$ cat src/hdl/icache_pkg.sv
package icache_pkg;

    // cache geometry
    localparam int NUM_WAYS       = 4;
    localparam int NUM_SETS       = 64;
    localparam int LINE_BYTES     = 64;
    localparam int BEATS_PER_LINE = 16;   // 32-bit beats per refill
    localparam int INDEX_BITS     = 6;
    localparam int OFFSET_BITS    = 6;
    localparam int TAG_BITS       = 20;   // physical bits 31..12
    localparam int COOKIE_BITS    = 32;   // opaque, echoed back to the CPU

    typedef logic [31:0]               addr_t;
    typedef logic [TAG_BITS-1:0]       tag_t;
    typedef logic [INDEX_BITS-1:0]     index_t;
    typedef logic [NUM_WAYS-1:0]       way_vec_t;
    typedef logic [LINE_BYTES*8-1:0]   line_t;    // word 0 in the low bits
    typedef logic [63:0]               dword_t;
    typedef logic [COOKIE_BITS-1:0]    cookie_t;

    // [0] root, [1] pair 0/1, [2] pair 2/3
    typedef logic [NUM_WAYS-2:0]       plru_t;

    typedef enum logic [2:0] {
        IDLE,       // lookup of the buffered request
        MISS_REQ,   // line request held until r_rdy
        REFILL,     // beats coming back
        WRITE,      // line and tag written into the victim way
        REPLY       // answer from the refill line
    } ctrl_state_e;

    typedef enum logic [6:0] {
        EXC_NONE             = 7'd0,
        EXC_FETCH_MISALIGNED = 7'd4
    } exc_code_e;

endpackage

$ cat src/hdl/icache_refill_buf.sv
module icache_refill_buf (
    input  logic              clk,
    input  logic              reset,
    input  logic              ret_valid,
    input  logic              ret_last,
    input  logic [31:0]       beat,
    output icache_pkg::line_t fill_line,
    output logic              fill_done
);

    logic [$clog2(icache_pkg::BEATS_PER_LINE)-1:0] beat_cnt;

    // beats shift in from the top, first beat ends up as word 0
    always_ff @(posedge clk) begin
        if (ret_valid)
            fill_line <= {beat, fill_line[icache_pkg::LINE_BYTES*8-1:32]};
    end

    always_ff @(posedge clk) begin
        if (reset) begin
            beat_cnt  <= '0;
            fill_done <= 1'b0;
        end else begin
            fill_done <= ret_valid && ret_last;
            if (ret_valid)
                beat_cnt <= ret_last ? '0 : beat_cnt + 1'b1;
        end
    end

    a_last_on_final_beat: assert property (@(posedge clk) disable iff (reset)
        ret_valid |-> (ret_last == (beat_cnt == icache_pkg::BEATS_PER_LINE - 1)))
        else $error("ret_last out of step with the beat count");

endmodule

$ cat config.mk
export PLATFORM = sky130hd
export DESIGN_NAME = icache_refill_buf
export DESIGN_NICKNAME = d
export VERILOG_FILES = /design/src/hdl/icache_pkg.sv /design/src/hdl/icache_refill_buf.sv
export SDC_FILE = /design/constraint.sdc
export NUM_CORES = 1
export LEC_CHECK = 0
export BUFFER_PORTS_ARGS = -buffer_cell sky130_fd_sc_hd__buf_2
export CORE_AREA = 2 2 212 214
export DETAILED_ROUTE_END_ITERATION = 10
export DIE_AREA = 0 0 214 216
export SYNTH_ARGS = -nofsm -noshare
export SYNTH_HDL_FRONTEND = slang
export SYNTH_SLANG_ARGS = --single-unit
$ cat constraint.sdc
create_clock -name clk -period 0.8 [get_ports clk]
set_input_delay 0.04 -clock clk [delete_from_list [all_inputs] [get_ports clk]]
set_output_delay 0.04 -clock clk [all_outputs]
set_load 0.03 [all_outputs]
==> impl_metrics.yaml <==
placed_design:
  place_ws_ps: -128.9
  gp_congestion: 0.7916
  place_inst: 1698
  numPortBuffers: 548
  dpl.hpwl_um: 25820
sta:
  worst_pin_slew_ps: 347.1
  fin_worst_skew_ps: 9.184
  maxSlewHeadroom_pct: 76.86
  setup_ws_ps: -456.6
  whs_ps: 43.03
  hold_viol: 0
  period_share_pct: 157.1
  period_minus_slack_ps: 1257
  rsz0062_at_grt: "yes"
  max_clock_freq_mhz: 795.8
  finalSetupViolations: 629
  drv_slew: 0
clocking:
  tritoncts: "done"
  insertion_delay_ps: 570
  cts_root_buffer: "clkbuf_16"
  clkTransAtPathRegs_ps: 60
  numCtsBuffers: 51
  cts_sinks: 513
  h-tree-depth: 2
  clockBufferDepth: 3
setup_path:
  r2r_cells: 2
  crit_required_ps: 760
  cp-endpoint: "fill_line[264]"
  criticalPathCategory: "flop to primary output"
  crit_chain: "buf_6"
  cp_slowest_cell: "edfxtp_1"
  crit_fanout: 2
  crit_path_start_kind: "flop"
  crit-reg2reg-capture: "fill_line[24]"
  endpoint_kind: "primary output"
  r2r_start: "fill_line[56]"
  cp_num_cells: 1
  arrival_ps: 1220
  rrSetupSlack_ps: -140
  worst_path_largest_cell_delay_ps: 470
  crit_buf_inv: 1
  critPathTopFamily: "flip-flops"
  startpoint: "fill_line[264]"
die:
  die_h_um: 216
  die_area_mm2: 0.04622
  start_util_pct: 35.14
  design.core.area_mm2: 0.04384
  rows: 77
  chipWidth_um: 214
  num_io_pins: 549
synth:
  syn_nets: 550
  yosys.area.top_type_share_pct: 99.81
  yosys.area.top_type: "edfxtp_1"
  yosysUniqueCellTypes: 3
  synth_cells: 514
  yosys_register_bits: 513
  synth_area_mm2: 0.01540
  avgSynthCellArea_um2: 29.97
  yosys_warnings: 0
  ys_seq_area_share_pct: 99.94
  synth.area.top_cells: "edfxtp_1, dfxtp_1, and3b_1"
drt:
  firstDrtPassIters: 5
  drc: 0
  drt.antenna.violating_nets: 0
  wl_um: 41560
  drtIter0Drc: 559
  vias: 8781
  routed_via_density: 4.319
  detail_route.wl_per_cell_um: 20.44
final_layout:
  multiInputGateArea_um2: 8.758
  final_core_util_pct: 59.92
  fill_cells: 2969
  synthToLayoutAreaGrowth_pct: 70.51
  seqCellArea_mm2: 0.01540
  layout.nets: 1437
  drive_gt1_share_pct: 59.96
  n_antenna_cell: 0
  layoutNonFillerInstCount: 2033
  layout_commonest_cell: "buf_6"
  final_cell_mix: "buf_6, edfxtp_1, buf_4"
power:
  seqPwrFrac_pct: 51.8
  p_comb_share_pct: 13.2
  clkPwrFrac_pct: 35.0
  ir_drop_mv: 1.995
  p_int_uw: 47600
  swShare_pct: 24.39
  leakage_uw: 0.01051
  switchingPower_uw: 15350
  power_density_mw_per_mm2: 2397
grt:
  grt_pass1_wl_um: 57610
  overflow: 0
  antenna_found_initial: 0
  grt_max_degree: 37
  track_usage_pct: 16.68
  grt_pass1_vias: 9143
min_path:
  hold_path.class: "primary input to flop"
run_status:
  violations: "negative setup slack"
  status: "finished, violations left"
run:
  maxCapViolations: 0
cells by family (layout without fill, tap and decap cells):
kind of cell	after synthesis	count (layout)	share of synthesized area, %
flops	513	513	99.94
simple gates	1	1	0.05687
buf+inv	0	927	0
per-layer routing:
layer	part of all wire, %	track usage [%]	routed length (µm)	up-vias
met4	3.1	6.783	1278	0
met3	7.5	5.187	3116	80
li1	-	-	-	3901
met2	54	30.08	22570	392
met1	35	18.25	14590	4408
met5	0	0	0	-
power by group through the flow:
| stage | Sequential [µW] | Combinational (µW) | Clock [µW] |
|---|---|---|---|
| floorplan | 35600 | 1.77 | 0 |
| global placement | 32700 | 5520 | 0 |
| detailed placement | 32800 | 5520 | 0 |
| CTS | 32500 | 7970 | 22400 |
| global route | 32800 | 8570 | 23600 |
| finish | 32600 | 8300 | 22000 |
synthesized netlist by cell type:
library cell and n:
edfxtp_1 512, and3b_1 1, dfxtp_1 1
what timing repair did:
action / 4_1_cts / 5_1_grt
resized for setup: 1027 / 67
buffers inserted: 158 / 115
hold endpoints to repair: 88 / 0
setup endpoints to repair: 513 / 1001
hold buffers: 37 / 0
how the worst min path moves through the flow:
stage                    from              to  slack, ps  cells after the start
floorplan             beat[0]  fill_line[480]        140                      0
global placement     beat[11]  fill_line[491]        220                      1
detailed placement   beat[26]  fill_line[506]        220                      1
CTS                 ret_valid  fill_line[409]         10                      3
global route        ret_valid  fill_line[360]         30                      3
finish              ret_valid  fill_line[360]         40                      3
cell type report:
type,instances,area share [%]
timing repair buffer,834,32.74
clock buffer,67,5.088
sequential,513,58.62
tap,592,2.820
clock inverter,26,0.7050
multi-input combinational,1,0.03335
flip-flops by register name, indices dropped and copies added, names as in the netlist:
| signal | count |
|---|---|
| fill_line | 512 |
| fill_done | 1 |
through the flow:
stage | instance area (µm²) | power, µW | TNS [ps]
after global routing | 26270 | 64980 | -226070
after CTS | 25670 | 62890 | -293760
after detailed placement | 19380 | 38300 | -34120
final | 26270 | 62950 | -195260
after floorplan | 15400 | 35630 | -10770
after global placement | 19380 | 38210 | -27510
(Power assumes the default switching activity.)
