File: src/hdl/icache_pkg.sv
package icache_pkg;

    // cache geometry
    localparam int NUM_WAYS       = 4;
    localparam int NUM_SETS       = 64;
    localparam int LINE_BYTES     = 64;
    localparam int BEATS_PER_LINE = 16;   // 32-bit beats per refill
    localparam int INDEX_BITS     = 6;
    localparam int OFFSET_BITS    = 6;
    localparam int TAG_BITS       = 20;   // physical bits 31..12
    localparam int COOKIE_BITS    = 32;   // opaque, echoed back to the CPU

    typedef logic [31:0]               addr_t;
    typedef logic [TAG_BITS-1:0]       tag_t;
    typedef logic [INDEX_BITS-1:0]     index_t;
    typedef logic [NUM_WAYS-1:0]       way_vec_t;
    typedef logic [LINE_BYTES*8-1:0]   line_t;    // word 0 in the low bits
    typedef logic [63:0]               dword_t;
    typedef logic [COOKIE_BITS-1:0]    cookie_t;

    // [0] root, [1] pair 0/1, [2] pair 2/3
    typedef logic [NUM_WAYS-2:0]       plru_t;

    typedef enum logic [2:0] {
        IDLE,       // lookup of the buffered request
        MISS_REQ,   // line request held until r_rdy
        REFILL,     // beats coming back
        WRITE,      // line and tag written into the victim way
        REPLY       // answer from the refill line
    } ctrl_state_e;

    typedef enum logic [6:0] {
        EXC_NONE             = 7'd0,
        EXC_FETCH_MISALIGNED = 7'd4
    } exc_code_e;

endpackage

File: src/hdl/icache_plru.sv
module icache_plru (
    input  logic                 clk,
    input  logic                 reset,
    input  icache_pkg::index_t   index,
    input  logic                 en,
    input  icache_pkg::way_vec_t way,          // accessed way, one-hot
    input  icache_pkg::way_vec_t valid_ways,
    output icache_pkg::way_vec_t victim
);

    icache_pkg::plru_t    tree [icache_pkg::NUM_SETS];
    icache_pkg::plru_t    cur;
    icache_pkg::plru_t    upd;
    icache_pkg::way_vec_t invalid_ways;

    assign cur          = tree[index];
    assign invalid_ways = ~valid_ways;

    // bits point away from the way just used
    always_comb begin
        upd = cur;
        if (way[0] || way[1]) begin
            upd[0] = 1'b1;
            upd[1] = way[0];
        end else if (way[2] || way[3]) begin
            upd[0] = 1'b0;
            upd[2] = way[2];
        end
    end

    always_ff @(posedge clk) begin
        if (reset) begin
            for (int s = 0; s < icache_pkg::NUM_SETS; s++)
                tree[s] <= '0;
        end else if (en) begin
            tree[index] <= upd;
        end
    end

    always_comb begin
        if (invalid_ways != '0)
            victim = invalid_ways & (~invalid_ways + 1'b1);   // lowest invalid way
        else if (cur[0])
            victim = cur[2] ? 4'b1000 : 4'b0100;
        else
            victim = cur[1] ? 4'b0010 : 4'b0001;
    end

endmodule

File: config.mk
export PLATFORM = sky130hd
export DESIGN_NAME = icache_plru
export DESIGN_NICKNAME = d
export VERILOG_FILES = /design/src/hdl/icache_pkg.sv /design/src/hdl/icache_plru.sv
export SDC_FILE = /design/constraint.sdc
export NUM_CORES = 1
export LEC_CHECK = 0
export BUFFER_PORTS_ARGS = -buffer_cell sky130_fd_sc_hd__buf_2
export CORE_MARGIN = 5
export CORE_UTILIZATION = 57
export CTS_CLUSTER_SIZE = 30
export DETAILED_ROUTE_END_ITERATION = 8
export MAX_ROUTING_LAYER = met4
export PLACE_DENSITY = 0.87
export RECOVER_POWER = 25
export SETUP_SLACK_MARGIN = 0.02
export SYNTH_ARGS = -nofsm -noshare
export SYNTH_HDL_FRONTEND = slang
export SYNTH_SLANG_ARGS = --single-unit
File: constraint.sdc
create_clock -name clk -period 2 [get_ports clk]
set_clock_uncertainty 0.15 [all_clocks]
set_input_delay 0.1 -clock clk [delete_from_list [all_inputs] [get_ports clk]]
set_output_delay 0.1 -clock clk [all_outputs]
set_load 0.1 [all_outputs]
==> impl_metrics.yaml <==
worst_setup_path:
  crit_path_max_incr_delay_ps: 430
  cp-start-kind: "flip-flop"
  cpMaxStageDelayCell: "edfxtp_1"
  cp_top_family: "simple AND/OR/NAND/NOR gates"
  critPathMaxFanout: 3
  endpoint_kind: "primary output"
  crit_arrival_ps: 2370
  crit_type: "reg2out"
  path_cells: "mux2i_1 -> a22oi_1 -> nand3_1 -> nand4_1 -> nor2_4 -> nand2_4 -> o31ai_4 -> buf_12"
  cp_data_required_time_ps: 1750
  critPathBufInv: 1
placement:
  io_buffers: 20
  dpl_cell_area_mm2: 0.0101
  dp_hpwl_um: 14700
  gp_congestion: 0.904
  dpl_worst_slack_ps: -522
route:
  wl_per_cell_um: 27.6
  first_pass_iters: 7
  vias_per_cell: 6.62
  ant_nets: 0
  vias: 7466
  remaining_drc_errors: 0
  drt_iter0_drc: 1179
  drt_wl_total_um: 31100
power_and_ir_drop:
  power_frac_clock_pct: 36.3
  combinationalPowerShare_pct: 16.9
  p_int_mw: 7.29
  peakVddDrop_mv: 0.729
  seqPwrFrac_pct: 46.8
  p_switching_mw: 2.53
  power.density_mw_per_mm2: 794
  p_leak_nw: 4.60
  p_sw_share_pct: 25.7
clock_network:
  cts_sinks: 192
  root_buffer: "clkbuf_16"
  cts_hold_buf: 0
  cts_max_level: 4
  clockBufferDepth: 2
  cts_tree: "yes"
  cts_buffers: 17
  clk_latency_ps: 450
  clk_pin_slew_worst_paths_ps: 70
global_route:
  grt_pass1_wl_um: 40800
  overflow: 0
  grt_usage_pct: 30.8
  grt_max_degree: 65
  grt_pass1_vias: 7083
  antenna_found_initial: 0
cells_and_area:
  areaGrowthSynthToFinish_pct: 34.6
  regMostFlops: "tree"
  fin_util_pct: 78.2
  mostFrequentLayoutCells: "edfxtp_1, nor2_4, mux2i_1, nor2_1, nand2_1"
  fill_cells: 768
  multi_input_area_mm2: 0.00405
  nNetsFinal: 915
  diodes: 0
  top_regs: "tree (192)"
  finalInstanceArea_mm2: 0.0124
  seq_area_mm2: 0.00577
  largest_register_ffs: 192
  drive_above_1_share_pct: 34.1
  layout_commonest_cell: "edfxtp_1"
synthesis:
  synth-seq-cells: 192
  avgSynthCellArea_um2: 11.7
  netlist_instances: 788
  synth_edf_count: 192
  yosysWarnings: 0
  ys_seq_area_share_pct: 62.7
  async_flop_share_pct: 0
  synth.distinct_cells: 28
  yosys_most_used_dff: "edfxtp_1"
  syn_nets: 805
  syn_area_mm2: 0.00919
sta:
  finalHoldViolations: 0
  tightestPinTransition_ps: 648
  max-slew-margin-rel_pct: 56.8
  final-max-slew-violation-count: 0
  setup_viol: 211
  layout_setup_ws_ps: -624
  holdWs_ps: 154
  post-route-min-period_ps: 2620
  rsz0062_at_grt: "yes"
  timing.final.crit_share_pct: 131
  max_freq_ghz: 0.381
floorplan:
  core_area_mm2: 0.0158
  row_count: 46
  die_x_um: 137
  fp.dieArea_mm2: 0.0188
  start_util_pct: 58.1
  io_pins: 21
  die-height_um: 137
outcome:
  status: "complete, but fails checks"
  violations: "setup timing"
run:
  maxCapViolCount: 0
hold_path:
  worstHoldPathType: "in2reg"
worst register-to-register path, stage by stage (launching register included):
cell      delay (ps)
edfxtp_1         430
mux2i_1          280
a22oi_1          140
nand3_1          140
nand4_1          200
nor2_4           210
buf_4            140
buf_4            110
o31a_4           220
buf_6            150
buf_16           130
nor2_1            50
power groups by stage:
stage | Sequential (mW) | Combinational (mW) | Clock [mW]
floorplan | 4.65 | 0.606 | 0
global placement | 4.66 | 0.903 | 0
detailed placement | 4.67 | 0.926 | 0
CTS | 4.58 | 1.40 | 3.46
global route | 4.60 | 1.68 | 3.73
finish | 4.59 | 1.66 | 3.57
path summary, 6_finish.rpt:
check | from | to | slack [ps] | depth (start not counted)
min reg2reg | tree[50][2] | tree[47][2] | 1380 | 9
max reg2reg | tree[3][0] | tree[49][0] | -610 | 11
max | tree[3][0] | victim[0] | -620 | 8
min | way[0] | tree[30][1] | 150 | 4
cell families after synthesis:
logic type      Yosys count  synth area share, %
compound gates           55                 4.68
mux                      96                 10.5
buf+inv                  58                 3.46
flops                   192                 62.7
simple gates            387                 18.7
layout make-up:
| cell class | instances | share of cell area (%) |
|---|---|---|
| clock inverter | 14 | 1.39 |
| tap | 216 | 2.18 |
| clock buffer | 18 | 3.47 |
| sequential | 192 | 46.6 |
| multi-input combinational | 540 | 32.7 |
| inverter | 1 | 0.0303 |
| timing repair buffer | 146 | 13.6 |
per-stage QoR:
stage	setup TNS, ps	power (mW)	instances
2_1_floorplan	-1130	5.26	788
3_3_place_gp	-69740	5.57	1053
3_5_place_dp	-77830	5.59	1053
4_1_cts	-37130	9.44	1123
5_1_grt	-102880	10.0	1127
6_report	-97740	9.82	1127
per-layer routing:
metal | up-vias | GRT usage [%] | wire [um]
li1 | 3023 | - | -
met1 | 3538 | 34.9 | 10100
met2 | 681 | 49.3 | 14800
met3 | 224 | 6.10 | 3610
met4 | 0 | 21.3 | 2600
met5 | - | - | 0
synthesized netlist by cell type, drive strengths merged (2+ instances only):
cell | number | share of area (%)
a22oi | 48 | 3.9
and2 | 2 | 0.14
and4 | 2 | 0.19
buf | 41 | 2.7
clkbuf | 16 | 0.69
edfxtp | 192 | 63
mux2i | 96 | 10
nand2 | 70 | 2.9
nand2b | 66 | 4.5
nand3 | 24 | 1.3
nand4 | 6 | 0.41
nor2 | 205 | 8.4
nor2b | 2 | 0.14
nor3 | 3 | 0.16
nor3b | 3 | 0.25
o22ai | 2 | 0.14
what timing repair did:
item,4_1_cts,5_1_grt
resized for setup,70,224
pin swaps,22,14
buffers inserted,23,5
cloned,15,8
endpoints found under the setup margin,195,196
Note: power is estimated with default switching activity, not from simulation.
