File: config.mk
export PLATFORM = sky130hd
export DESIGN_NAME = icache_ctrl
export DESIGN_NICKNAME = d
export VERILOG_FILES = /design/src/hdl/icache_pkg.sv /design/src/hdl/icache_ctrl.sv
export SDC_FILE = /design/constraint.sdc
export NUM_CORES = 1
export LEC_CHECK = 0
export BUFFER_PORTS_ARGS = -buffer_cell sky130_fd_sc_hd__buf_4
export CAP_MARGIN = 10
export CORE_AREA = 2 2 39 41
export DETAILED_ROUTE_END_ITERATION = 8
export DIE_AREA = 0 0 41 43
export PLACE_DENSITY = 0.66
export SLEW_MARGIN = 20
export SYNTH_ARGS = -nofsm -noshare
export SYNTH_HDL_FRONTEND = slang
export SYNTH_SLANG_ARGS = --single-unit
File: constraint.sdc
create_clock -name clk -period 2.8 [get_ports clk]
set_input_delay 0.84 -clock clk [delete_from_list [all_inputs] [get_ports clk]]
set_output_delay 0.84 -clock clk [all_outputs]
set_load 0.02 [all_outputs]
File: src/hdl/icache_pkg.sv
package icache_pkg;

    // cache geometry
    localparam int NUM_WAYS       = 4;
    localparam int NUM_SETS       = 64;
    localparam int LINE_BYTES     = 64;
    localparam int BEATS_PER_LINE = 16;   // 32-bit beats per refill
    localparam int INDEX_BITS     = 6;
    localparam int OFFSET_BITS    = 6;
    localparam int TAG_BITS       = 20;   // physical bits 31..12
    localparam int COOKIE_BITS    = 32;   // opaque, echoed back to the CPU

    typedef logic [31:0]               addr_t;
    typedef logic [TAG_BITS-1:0]       tag_t;
    typedef logic [INDEX_BITS-1:0]     index_t;
    typedef logic [NUM_WAYS-1:0]       way_vec_t;
    typedef logic [LINE_BYTES*8-1:0]   line_t;    // word 0 in the low bits
    typedef logic [63:0]               dword_t;
    typedef logic [COOKIE_BITS-1:0]    cookie_t;

    // [0] root, [1] pair 0/1, [2] pair 2/3
    typedef logic [NUM_WAYS-2:0]       plru_t;

    typedef enum logic [2:0] {
        IDLE,       // lookup of the buffered request
        MISS_REQ,   // line request held until r_rdy
        REFILL,     // beats coming back
        WRITE,      // line and tag written into the victim way
        REPLY       // answer from the refill line
    } ctrl_state_e;

    typedef enum logic [6:0] {
        EXC_NONE             = 7'd0,
        EXC_FETCH_MISALIGNED = 7'd4
    } exc_code_e;

endpackage

File: src/hdl/icache_ctrl.sv
module icache_ctrl (
    input  logic                 clk,
    input  logic                 reset,
    input  logic                 valid,
    input  icache_pkg::way_vec_t hit,
    input  logic                 fill_done,
    input  logic                 r_rdy,
    input  icache_pkg::way_vec_t victim,     // recorded victim from the miss buffer
    output logic                 rbuf_we,
    output logic                 pbuf_we,
    output logic                 mbuf_we,
    output icache_pkg::way_vec_t mem_we,
    output icache_pkg::way_vec_t tagv_we,
    output logic                 plru_en,
    output icache_pkg::way_vec_t plru_way,
    output logic                 rdata_sel,
    output logic                 r_req,
    output logic                 r_data_ready,
    output logic                 data_valid,
    output logic                 cache_ready
);

    icache_pkg::ctrl_state_e state;
    icache_pkg::ctrl_state_e state_next;
    logic                    pending;        // request accepted at the last edge
    logic                    lookup_hit;
    logic                    lookup_miss;

    assign lookup_hit  = pending && (hit != '0);
    assign lookup_miss = pending && (hit == '0);

    always_ff @(posedge clk) begin
        if (reset) begin
            state   <= icache_pkg::IDLE;
            pending <= 1'b0;
        end else begin
            state   <= state_next;
            pending <= valid && cache_ready;
        end
    end

    always_comb begin
        state_next   = state;
        mbuf_we      = 1'b0;
        mem_we       = '0;
        tagv_we      = '0;
        plru_en      = 1'b0;
        plru_way     = '0;
        rdata_sel    = 1'b0;
        r_req        = 1'b0;
        r_data_ready = 1'b0;
        data_valid   = 1'b0;
        cache_ready  = 1'b0;
        case (state)
            icache_pkg::IDLE: begin
                if (lookup_miss) begin
                    r_req   = 1'b1;          // request goes out in the miss cycle
                    mbuf_we = 1'b1;
                    if (r_rdy)
                        state_next = icache_pkg::REFILL;
                    else
                        state_next = icache_pkg::MISS_REQ;
                end else begin
                    cache_ready = 1'b1;
                    if (lookup_hit) begin
                        data_valid = 1'b1;
                        plru_en    = 1'b1;
                        plru_way   = hit;
                    end
                end
            end
            icache_pkg::MISS_REQ: begin
                r_req = 1'b1;                // held until the handshake
                if (r_rdy)
                    state_next = icache_pkg::REFILL;
            end
            icache_pkg::REFILL: begin
                r_data_ready = 1'b1;
                if (fill_done)
                    state_next = icache_pkg::WRITE;
            end
            icache_pkg::WRITE: begin
                mem_we     = victim;
                tagv_we    = victim;
                state_next = icache_pkg::REPLY;
            end
            icache_pkg::REPLY: begin
                data_valid  = 1'b1;
                rdata_sel   = 1'b1;          // data straight from the refill line
                plru_en     = 1'b1;
                plru_way    = victim;
                cache_ready = 1'b1;
                state_next  = icache_pkg::IDLE;
            end
            default: begin
                state_next = icache_pkg::IDLE;
            end
        endcase
    end

    // request and physical buffers load together on acceptance
    assign rbuf_we = valid && cache_ready;
    assign pbuf_we = valid && cache_ready;

    // victim comes through the miss buffer from the PLRU, must stay a single way
    a_mem_we_onehot: assert property (@(posedge clk) disable iff (reset)
        $onehot0(mem_we))
        else $error("line write hits more than one way");

    a_req_not_in_refill: assert property (@(posedge clk) disable iff (reset)
        !(r_req && r_data_ready))
        else $error("r_req raised while beats are expected");

    a_no_answer_in_miss: assert property (@(posedge clk) disable iff (reset)
        data_valid |-> !(state inside {icache_pkg::MISS_REQ, icache_pkg::REFILL}))
        else $error("data_valid while a miss is outstanding");

endmodule

==> results_dict.tcl <==
set metrics [dict create \
    num_vias 484 \
    hold_violations 0 \
    outcome "finished clean" \
    synthFlopType "dfxtp_1" \
    rsz0062_at_grt "false" \
    multiInputGateArea_sq_um 246 \
    worst_ep_arrival_time_ns 1.91 \
    finClkSkew_ns 0.00754 \
    setup_viol 0 \
    fin_crit_sh_pct 98.1 \
    die_y_um 43 \
    cts_sinks 4 \
    hold_depth 1 \
    finalInstanceArea_sq_um 621 \
    fmax_mhz 364 \
    final_common_cell "buf_4" \
    antenna_found_initial 0 \
    cp-start-kind "primary input" \
    syn_area_sq_um 402 \
    ir_drop_v 0.000225 \
    postSynthAreaPerCell_sq_um 7.17 \
    final_max_slew_viol_count 0 \
    htree_levels 1 \
    cts_setup_buffers 0 \
    cts.clk_slew.worst_paths_ns 0.03 \
    clock_path_buffers 2 \
    tightest_slew_ns 0.364 \
    p_leak_nw 0.312 \
    syn-num-nets 69 \
    area_growth_pct 54.5 \
    grt_overflow 0 \
    tns_ns 0 \
    num_rows 14 \
    vias_per_cell 4.89 \
    cts_tree "done" \
    crit_path_end_kind "output pin" \
    nFillCells 148 \
    grt_pass1_wl_um 1460 \
    ant_nets 0 \
    crit_chain "buf_4 -> nor4_4 -> a31oi_1 -> and2_1 -> buf_4" \
    drc 0 \
    finalCoreUtilization_pct 44.8 \
    ff2ff_path_depth 3 \
    ys_ff_latch 4 \
    min_period_ns 2.75 \
    die_area_sq_um 1760 \
    place_area_sq_um 598 \
    final_cell_mix "33 x buf_4, 8 x nand2_1, 7 x a21oi_1, 5 x and2_1" \
    netlist.area_leader.share_pct 19.9 \
    antennaDiodeCount 0 \
    yosysWarnings 0 \
    core_region_area_sq_um 1380 \
    worst-setup-path-type "in2out" \
    powerDensity_nw_per_um2 296 \
    port_buffers 33 \
    num-nets-final 98 \
    async_reset_ff_share_pct 0 \
    cp.required_ns 1.96 \
    maxSlewHeadroom_pct 75.6 \
    synth_edf_count 0 \
    dr.pass1.iters 4 \
    wl_per_cell_um 10.3 \
    drive_gt1_share_pct 48.2 \
    yosysTopAreaCell "dfxtp_1" \
    io_pins 34 \
    grtUsageTotal_pct 12.6 \
    synth_cells 56 \
    yosysUniqueCellTypes 23 \
    grt_pass1_vias 342 \
    cp_max_fo 6 \
    cts_inserted_buffers 3 \
    routed_wl_um 1020 \
    clockRootBuffer "clkbuf_4" \
    max-cap-violations 0 \
    final-seq-area_sq_um 80.1 \
    die_width_um 41 \
    cpMostUsedCell "buf_4" \
    cts_hold_buf 0 \
    cpPeakStageDelay_ns 0.40 \
    ys_top_cells_by_area "dfxtp_1 20%, buf_4 11%, a21oi_1 8.7%" \
    gp_congestion 0.722 \
    crit_path_top_delay_cell "nor4_4" \
    grt_start_max_net_pins 11 \
    drt_iter0_drc 4 \
    hold_path_class "reg2reg" \
    start_util_pct 29.0 \
    cts.repair.resized 0 \
    insertion_delay_ns 0.24 \
    ys_seq_area_share_pct 19.9 \
]
[Yosys cell counts, types with 2 or more instances]
cell type / number
nor3_1: 3
buf_4: 6
nor2_1: 2
dfxtp_1: 4
nand2_1: 8
nand3_1: 4
a21oi_1: 7
and2_1: 5
buf_6: 2
or2_2: 2
[registers in the layout, summed over array words and instances, names as in the netlist]
signal   count
pending      1
state        3
[final timing paths]
kind                 start  slack (ns)        to
setup / recovery    hit[0]        0.05   pbuf_we
hold / removal    state[0]        0.60  state[0]
hold reg to reg   state[0]        0.60  state[0]
setup reg to reg  state[0]        1.48  state[0]
[final cells by class]
class                   instances  share of cell area, %
clock buffers                   3                   3.63
inverters                       1                  0.605
multi-input cells              42                   39.7
flip-flops and latches          4                   12.9
well taps                      16                   3.23
repair buffers                 33                   39.9
[power by group]
group          switching (W)  internal (W)  total (W)
Combinational      0.0000237     0.0000263  0.0000500
Clock              0.0000246     0.0000480  0.0000726
Sequential        0.00000265     0.0000585  0.0000612
Total              0.0000510      0.000133   0.000184
[critical path, delay by kind of cell]
| family | cells | cell delay [ns] |
|---|---|---|
| simple gates | 2 | 0.60 |
| buf+inv | 2 | 0.27 |
| compound gates | 1 | 0.19 |
[metrics by stage]
step                      cells  setup WS [ns]  total power [W]  hold slack, ns
final                        99         0.0539         0.000184           0.602
after global routing         99        0.00380         0.000201           0.631
after CTS                    99         0.0373         0.000187           0.602
after detailed placement     96         0.0373         0.000112           0.591
after global placement       96         0.0953         0.000112           0.597
after floorplan              56        0.00687        0.0000872           0.548
[per-layer routing]
layer / global-route usage [%] / vias up / part of all wire, %
li1: - / 243 / -
met1: 13.4 / 217 / 36
met2: 17.8 / 21 / 50
met3: 9.42 / 3 / 12
met4: 6.00 / 0 / 0.78
met5: 0 / - / 0
[cells by family (layout without fill, tap and decap cells)]
family / Yosys count / after routing / synth area share [%]
flops: 4 / 4 / 19.9
compound gates: 11 / 11 / 16.5
simple gates: 31 / 31 / 44.9
buf+inv: 10 / 37 / 18.7
(Power assumes the default switching activity.)
